===== src/hdl/mult_pkg.sv =====
package mult_pkg;

    // Operand and result width of the execute stage datapath
    localparam int WORD_WIDTH = 32;

    typedef logic [WORD_WIDTH-1:0] word_t;

    // Full double-width product, high word on top
    typedef logic [2*WORD_WIDTH-1:0] product_t;

    // Cycles from accepted operands to product out of the multiplier element
    // Three register stages are fixed inside the element
    localparam int ELEMENT_LATENCY = 4;

    localparam int PAD_DEPTH = ELEMENT_LATENCY - 3; // Padding added by the delay line

    // One more cycle for the registered word select at the output
    localparam int UNIT_LATENCY = ELEMENT_LATENCY + 1;

    // Value 3 is reserved and must not be issued
    typedef enum logic [1:0] {
        op_mul   = 2'd0, // Low word, same for signed and unsigned
        op_mulh  = 2'd1, // High word, signed x signed
        op_mulhu = 2'd2  // High word, unsigned x unsigned
    } mult_op_t;

endpackage


===== src/hdl/delay_line.sv =====
module delay_line #(
    parameter int depth = 1,
    parameter int width = 1
) (
    input  logic             clock,
    input  logic             rst,
    input  logic [width-1:0] in,
    output logic [width-1:0] out
);

    generate
        if (depth == 0) begin : g_wire
            // No stages requested so the value passes straight through
            assign out = in;
        end else begin : g_chain
            logic [width-1:0] stage [depth];

            always_ff @(posedge clock) begin
                if (rst) begin
                    for (int i = 0; i < depth; i++) begin
                        stage[i] <= '0;
                    end
                end else begin
                    stage[0] <= in;
                    for (int i = 1; i < depth; i++) begin
                        stage[i] <= stage[i-1]; // Shift one stage per cycle
                    end
                end
            end

            assign out = stage[depth-1];
        end
    endgenerate

endmodule


===== src/hdl/mult_element.sv =====
module mult_element
    import mult_pkg::*;
(
    input  logic     clock,
    input  logic     rst,
    input  logic     sign,
    input  word_t    dataa,
    input  word_t    datab,
    output product_t product
);

    word_t    dataa_q;
    word_t    datab_q;
    logic     sign_q;
    product_t ext_a;
    product_t ext_b;
    product_t mult_q;
    product_t out_q;

    // The three built-in stages leave no room for a shorter pipeline
    if (ELEMENT_LATENCY < 3) begin : g_latency_check
        $error("ELEMENT_LATENCY must be at least 3");
    end

    // Stage one holds operands and sign
    always_ff @(posedge clock) begin
        dataa_q <= dataa;
        datab_q <= datab;
        sign_q  <= sign;
    end

    // Extend both operands to two words by the registered sign
    always_comb begin
        if (sign_q) begin
            ext_a = {{WORD_WIDTH{dataa_q[WORD_WIDTH-1]}}, dataa_q};
            ext_b = {{WORD_WIDTH{datab_q[WORD_WIDTH-1]}}, datab_q};
        end else begin
            ext_a = {{WORD_WIDTH{1'b0}}, dataa_q};
            ext_b = {{WORD_WIDTH{1'b0}}, datab_q};
        end
    end

    // Product modulo two words is exact for both signed and unsigned operands
    always_ff @(posedge clock) begin
        mult_q <= ext_a * ext_b;
    end

    always_ff @(posedge clock) begin
        out_q <= mult_q; // Output register is always present
    end

    // Remaining latency comes from the padding stages
    delay_line #(
        .depth (PAD_DEPTH),
        .width ($bits(product_t))
    ) i_latency_adjuster (
        .clock (clock),
        .rst   (rst),
        .in    (out_q),
        .out   (product)
    );

endmodule


===== src/hdl/mult_control.sv =====
module mult_control
    import mult_pkg::*;
(
    input  logic     clock,
    input  logic     rst,
    input  logic     in_valid,
    input  mult_op_t op,
    output logic     sign,
    input  product_t product,
    output logic     out_valid,
    output word_t    result
);

    logic       select_hi;
    logic [1:0] tag_in;
    logic [1:0] tag_out;
    logic       tag_valid;
    logic       tag_hi;

    // Decode the opcode into operand sign and word select
    always_comb begin
        case (op)
            op_mul: begin
                sign      = 1'b1;
                select_hi = 1'b0;
            end
            op_mulh: begin
                sign      = 1'b1;
                select_hi = 1'b1;
            end
            op_mulhu: begin
                sign      = 1'b0;
                select_hi = 1'b1;
            end
            default: begin
                sign      = 1'b1; // Reserved opcode behaves like op_mul
                select_hi = 1'b0;
            end
        endcase
    end

    assign tag_in = {in_valid, select_hi};

    // Tags ride beside the product so each operation keeps its own select
    delay_line #(
        .depth (ELEMENT_LATENCY),
        .width (2)
    ) i_tag_pipe (
        .clock (clock),
        .rst   (rst),
        .in    (tag_in),
        .out   (tag_out)
    );

    assign tag_valid = tag_out[1];
    assign tag_hi    = tag_out[0];

    always_ff @(posedge clock) begin
        if (rst) begin
            out_valid <= 1'b0;
        end else begin
            out_valid <= tag_valid;
        end
    end

    // Only a valid product updates the result word
    always_ff @(posedge clock) begin
        if (tag_valid) begin
            if (tag_hi) begin
                result <= product[2*WORD_WIDTH-1:WORD_WIDTH];
            end else begin
                result <= product[WORD_WIDTH-1:0];
            end
        end
    end

endmodule


===== src/hdl/mult_unit.sv =====
module mult_unit
    import mult_pkg::*;
(
    input  logic     clock,
    input  logic     rst,
    input  logic     in_valid,
    input  mult_op_t op,
    input  word_t    a,
    input  word_t    b,
    output logic     out_valid,
    output word_t    result
);

    logic     sign;    // Decoded from op in the same cycle as the operands
    product_t product;

    // Decode, tag pipeline and output word select
    mult_control i_mult_control (
        .clock     (clock),
        .rst       (rst),
        .in_valid  (in_valid),
        .op        (op),
        .sign      (sign),
        .product   (product),
        .out_valid (out_valid),
        .result    (result)
    );

    // Fixed latency multiplier, a new operation every cycle
    mult_element i_mult_element (
        .clock   (clock),
        .rst     (rst),
        .sign    (sign),
        .dataa   (a),
        .datab   (b),
        .product (product)
    );

endmodule


===== config.mk =====
export PLATFORM = sky130hd
export DESIGN_NAME = mult_unit
export DESIGN_NICKNAME = d
export VERILOG_FILES = /design/src/hdl/mult_pkg.sv /design/src/hdl/delay_line.sv /design/src/hdl/mult_element.sv /design/src/hdl/mult_control.sv /design/src/hdl/mult_unit.sv
export SDC_FILE = /design/constraint.sdc
export NUM_CORES = 2
export LEC_CHECK = 0
export BUFFER_PORTS_ARGS = -buffer_cell sky130_fd_sc_hd__buf_2
export CORE_UTILIZATION = 50
export CTS_BUF_LIST = sky130_fd_sc_hd__clkbuf_8
export DETAILED_ROUTE_END_ITERATION = 8
export HOLD_SLACK_MARGIN = 0.02
export PLACE_DENSITY = 0.7
export SLEW_MARGIN = 20
export SYNTH_ARGS = -nofsm -noshare
export SYNTH_HDL_FRONTEND = slang
export SYNTH_SLANG_ARGS = --single-unit

===== constraint.sdc =====
create_clock -name clock -period 10.84 [get_ports clock]
set_input_delay 1.084 -clock clock [delete_from_list [all_inputs] [get_ports clock]]
set_output_delay 1.084 -clock clock [all_outputs]
set_load 0.02 [all_outputs]

# == Yosys cells after proc, flatten, opt, wreduce, memory -nomap -nowiden ==
# Memory sizes are Yosys's and may differ from the RTL's.
# Index checks and enable logic that the tools add are counted.
# Widths: inputs -> output; s select.
# word_totals
reg_bits,226
mem_bits_rw,72
inputBits,69
output_inout_bits,33
n_memories,2
# classes
mul,1
n_eq_ne,2
n_mux,14
bitwise_logic,4
n_reduce_logical,2
# memory_table
name,depth,word_bits,rd,rd_ports_with_merged_regs,wr,line_no,text
i_mult_element.i_latency_adjuster.g_chain.stage,1,64,1,0,1,delay_line.sv:16,logic [width-1:0] stage [depth];
i_mult_control.i_tag_pipe.g_chain.stage,4,2,4,0,4,delay_line.sv:16,
# ops
cell,n
$mux 64,3
$mul 64x64->64,1
$reduce_or 64->1,1
$mux 32,1
$mux 2,4
$mux 1,6
$or 1x1->1,4
$eq 2x1->1 const B,1
$eq 2x2->1 const B,1
$reduce_or 2->1,1

# == Longest topological paths before layout ==
# logic_depth
ltp_word,4
ltp_mapped,36
mapped_depth_nobuf,33

# == By module ==
# A second synthesis with hierarchy kept.
# hier_totals
hier_cells,5510
hier_area_um2,55458.2
# by_module_without_submodules
mod,instances,cells_per_inst,area_per_inst_um2
mult_element,1,5285,51774.7
delay_line (i_mult_element.i_latency_adjuster),1,135,1918.1
mult_control,1,74,1555.2
delay_line (i_mult_control.i_tag_pipe),1,16,210.2

# == Worst setup path after synthesis ==
# Ideal clock, no wire load.
# synth_timing
path_type,flip-flop to flip-flop
startpoint,register i_mult_element.sign_q
endpoint,register i_mult_element.mult_q[55]
arrival_time_ns,8.784
setup_slack_ns,1.925
stages_incl_launch_ff,33
path_buffers,4
path_cell_list,dfxtp_1 clkbuf_1 clkbuf_1 clkbuf_1 and3_1 fa_1 inv_1 fa_1 inv_1 fa_1 inv_1 fa_1 inv_1 fa_1 fa_1 fa_1 fa_1 fa_1 inv_1 fa_1 inv_1 ha_1 clkbuf_1 a21oi_1 nor2_1 a211o_1 a21o_1 a21oi_1 o21ai_0 a21oi_4 o21ai_4 nor3b_1 a2111oi_2
# synth_between
elab_chain_len,2
# synth_rtl
item,line_no,text
start: declaration,mult_element.sv:14,logic sign_q;
start signal: assignment,mult_element.sv:29,sign_q <= sign;
$mux 64,mult_element.sv:34,if (sign_q) begin
$mul 64x64->64 (*),mult_element.sv:45,mult_q <= ext_a * ext_b;
end signal: assignment,mult_element.sv:45,
end: declaration,mult_element.sv:17,product_t mult_q;
# Mark *: on every way between the ends. The rest lies on a longest branch, timed or not.
# A chain may end at the register's enable or synchronous reset.

# == Worst setup path in the final report ==
# layout_timing
startpoint,register i_mult_element.dataa_q[31]
endpoint,register i_mult_element.mult_q[55]
# layout_between
elab_chain_len,2
# layout_rtl
item,line_no,text
start: declaration,mult_element.sv:12,word_t dataa_q;
start signal: assignment,mult_element.sv:27,dataa_q <= dataa;
$mux 64,mult_element.sv:34,
$mul 64x64->64,mult_element.sv:45,
# Every way passes these cells.

==> metrics.md <==
| Metric | Value |
|---|---|
| Cell area after synthesis | `55,000 sq um` |
| DP Area | `between 50,000 and 60,000 sq um` |
| CP max FO | `22` |
| WP data required | `between 10 and 15 ns` |
| Post-layout min period | `~9.5 ns` |
| Share of layout cells above drive strength 1 | `6.28%` |
| Starting Density | `approximately half` |
| Most frequent cell after synthesis | `inv_1` |
| Arr. time, crit path | `10.02 ns` |
| First-pass GRT wire length | `roughly 230,000 microns` |
| Post-DP HPWL | `123,000 microns` |
| Later-pin clock latency in the skew report | `~0.74 ns` |
| Dominant cell type by area after synthesis | `fa_1` |
| Count of final setup violators | `0` |
| Fin nets | `7,294` |
| CTS tree | `yes` |
| DRC | `0` |
| Area delta synth->final | `5.92%` |
| Clock Sinks | `298` |
| Largest net degree at the start of global routing | `74` |
| Setup TNS | `0 ns` |
| Vias in the first global route | `39,500` |
| Syn Inst Count | `5,493` |
| Mean Syn Cell Area | `10.0 sq um` |
| Die W | `334 microns` |
| Post-Syn Nets | `7,290` |
| Core area | `109,000 sq um` |
| Post-CTS sizing | `0` |
| Iter 0 DRT Violations | `between 2,000 and 2,500` |
| Max-Cap Viols | `0` |
| CTS clk-pin slew, worst paths | `0.07 ns` |
| Drt total wl | `between 100,000 and 150,000 microns` |
| Num CTS Buffers | `53` |
| Row cnt | `121` |
| Longest Clk Path Bufs | `3` |
| Top cells by count, synth | `inv_1 (1,529), fa_1 (1,414), and2_1 (566)` |
| Fin. Hold Viols | `0` |
| Post-CTS Hold Fix Bufs | `0` |
| Routed vias | `35,700` |
| Critical Path Sink Type | `register` |
| RSZ-0062 raised after global routing | `no` |
| Max Slew Vio Count | `0` |
| Max Clk Rate | `106 MHz` |
| Die Height | `~330 microns` |
| Root Buffer | `clkbuf_8` |
| Cell variety after synth | `73` |
| Yosys reg bits | `298` |
| Critical path's slowest cell | `fa_1` |
| Post-CTS Setup Inserts | `0` |
| Vias per inst | `5.13` |
| Fin crit share | `87.3%` |
| Port Buf Inserts | `101` |
| Die area | `111,000 sq um` |
| Total GRT Usage | `27.6%` |
| Yosys top cell area share | `51.5%` |
| Most common cell on crit path | `fa_1` |
| Initial antenna violation count | `7` |
| Startpoint types | `register` |
| H-tree depth | `2` |
| Post-synth EDFFs | `32` |
| Top cells by area, synth | `fa_1 (51%), inv_1 (10%), dfxtp_1 (9.7%)` |
| Prevailing post-synth register cell | `dfxtp_1` |
| Worst Setup Path Type | `reg2reg` |
| HP Class | `reg2reg` |
| Warnings, synthesis | `0` |
| Slew @ Worst Pin | `approximately 1.2 ns` |
| Fin Clk Skew | `0.0799 ns` |
| Post-Layout Inst Area | `58,300 sq um` |
| Ports | `102` |
| GP Congestion | `0.966` |
| Asr flop ratio synth | `0%` |
| Slew HR | `22.9%` |
| WL/cell | `20.9 microns` |
| Register area share after synthesis | `11.4%` |
| ANT nets after route | `0` |
| Largest stage delay, worst path | `slightly below 0.9 ns` |
| DR pass1 iterations | `5` |
| Status | `finished clean` |
| Aggregate global routing overflow | `0` |
## registers in the layout (all words and copies together) (netlist names)
name                                             count
i_mult_element.sign_q                                1
i_mult_element.dataa_q                              32
i_mult_element.out_q                                64
i_mult_element.i_latency_adjuster.g_chain.stage     64
i_mult_control.i_tag_pipe.g_chain.stage              8
i_mult_element.datab_q                              32
i_mult_control.out_valid                             1
i_mult_element.mult_q                               64
i_mult_control.result                               32
## placed cells by master, fill, tap and decap left out, types with 4 or more instances in the layout
cell type,Yosys,routed
edfxtp_1,32,32
nand2_1,549,549
a21oi_2,6,6
bufinv_16,0,7
nor3_1,6,6
o21bai_1,6,6
fa_1,1414,1414
and3_1,35,35
nor2_1,47,47
xor2_1,31,31
nor2b_1,78,78
a31oi_1,15,15
o21ai_1,7,7
dfxtp_1,266,259
ha_1,314,314
mux2_2,32,32
o21ai_0,21,21
buf_2,6,101
nand3_1,12,12
inv_1,1529,1544
a31o_2,4,4
and2_1,566,565
nand2b_1,5,5
clkbuf_8,0,58
a21o_1,43,43
dfxtp_2,0,7
clkinv_2,0,6
clkinvlp_4,0,4
a21oi_1,61,61
buf_4,0,91
o21a_1,7,7
xnor2_1,94,94
nand4_1,12,12
## through the flow
stage / util, % / instances / setup slack, ns / hold WS [ns]
global route: 53.4 / 6954 / 0.838 / 0.293
CTS: 53.4 / 6952 / 1.37 / 0.290
detailed placement: 52.4 / 6856 / 1.45 / 0.312
floorplan: - / 5493 / 1.93 / 0.310
finish: 53.4 / 6954 / 1.38 / 0.275
global placement: 52.4 / 6856 / 1.52 / 0.310
## path summary, 6_finish.rpt
check	from	end	slack, ns	cells after the start
max	i_mult_element.dataa_q[31]$_DFF_P_	i_mult_element.mult_q[55]$_DFF_P_	1.38	30
min	i_mult_element.mult_q[52]$_DFF_P_	i_mult_element.out_q[52]$_DFF_P_	0.28	0
max reg2reg	i_mult_element.dataa_q[31]$_DFF_P_	i_mult_element.mult_q[55]$_DFF_P_	1.38	30
min reg2reg	i_mult_element.mult_q[52]$_DFF_P_	i_mult_element.out_q[52]$_DFF_P_	0.28	0
## cells by family (layout without fill, tap and decap cells)
| group | after synthesis | in the layout | synth area share (%) |
|---|---|---|---|
| mux | 32 | 32 | 0.655 |
| compound gates | 209 | 209 | 2.77 |
| flops | 298 | 298 | 11.4 |
| buf+inv | 1773 | 1818 | 12.1 |
| simple gates | 1327 | 1327 | 12.4 |
| other cells | 0 | 2 | 0 |
| fa+ha+maj | 1729 | 1729 | 58.6 |
| xor+xnor | 125 | 125 | 1.99 |
## worst max-delay path: cells and delay by family, from the launching register on
kind                     cells  cell delay (ns)
adder cells (fa/ha/maj)     11             5.94
AO/OA/AOI/OAI                8             1.34
buffers and inverters        7             0.99
AND/OR/NAND/NOR              4             0.66
flip-flops                   1             0.33
## layout make-up
class                      count  area, sq um
antenna                        2         5.00
clock buffer                  58          798
clock inverter                38          390
fill                        9642        50700
inverter                    1529         5740
multi-input combinational   3422        42100
sequential                   298         6290
tap                         1414         1770
timing repair buffer         193         1210
## per-layer routing
| metal | vias up | part of all wire [%] | track usage [%] |
|---|---|---|---|
| met5 | - | 0.019 | 0 |
| met4 | 4 | 4.1 | 9.95 |
| met3 | 252 | 7.2 | 4.46 |
| met2 | 1292 | 47 | 44.7 |
| met1 | 18600 | 42 | 37.6 |
| li1 | 15500 | - | - |
Power is left out: the tool's default activity adds up to more than one toggle a clock period on the data nets, which glitch-free logic cannot reach.
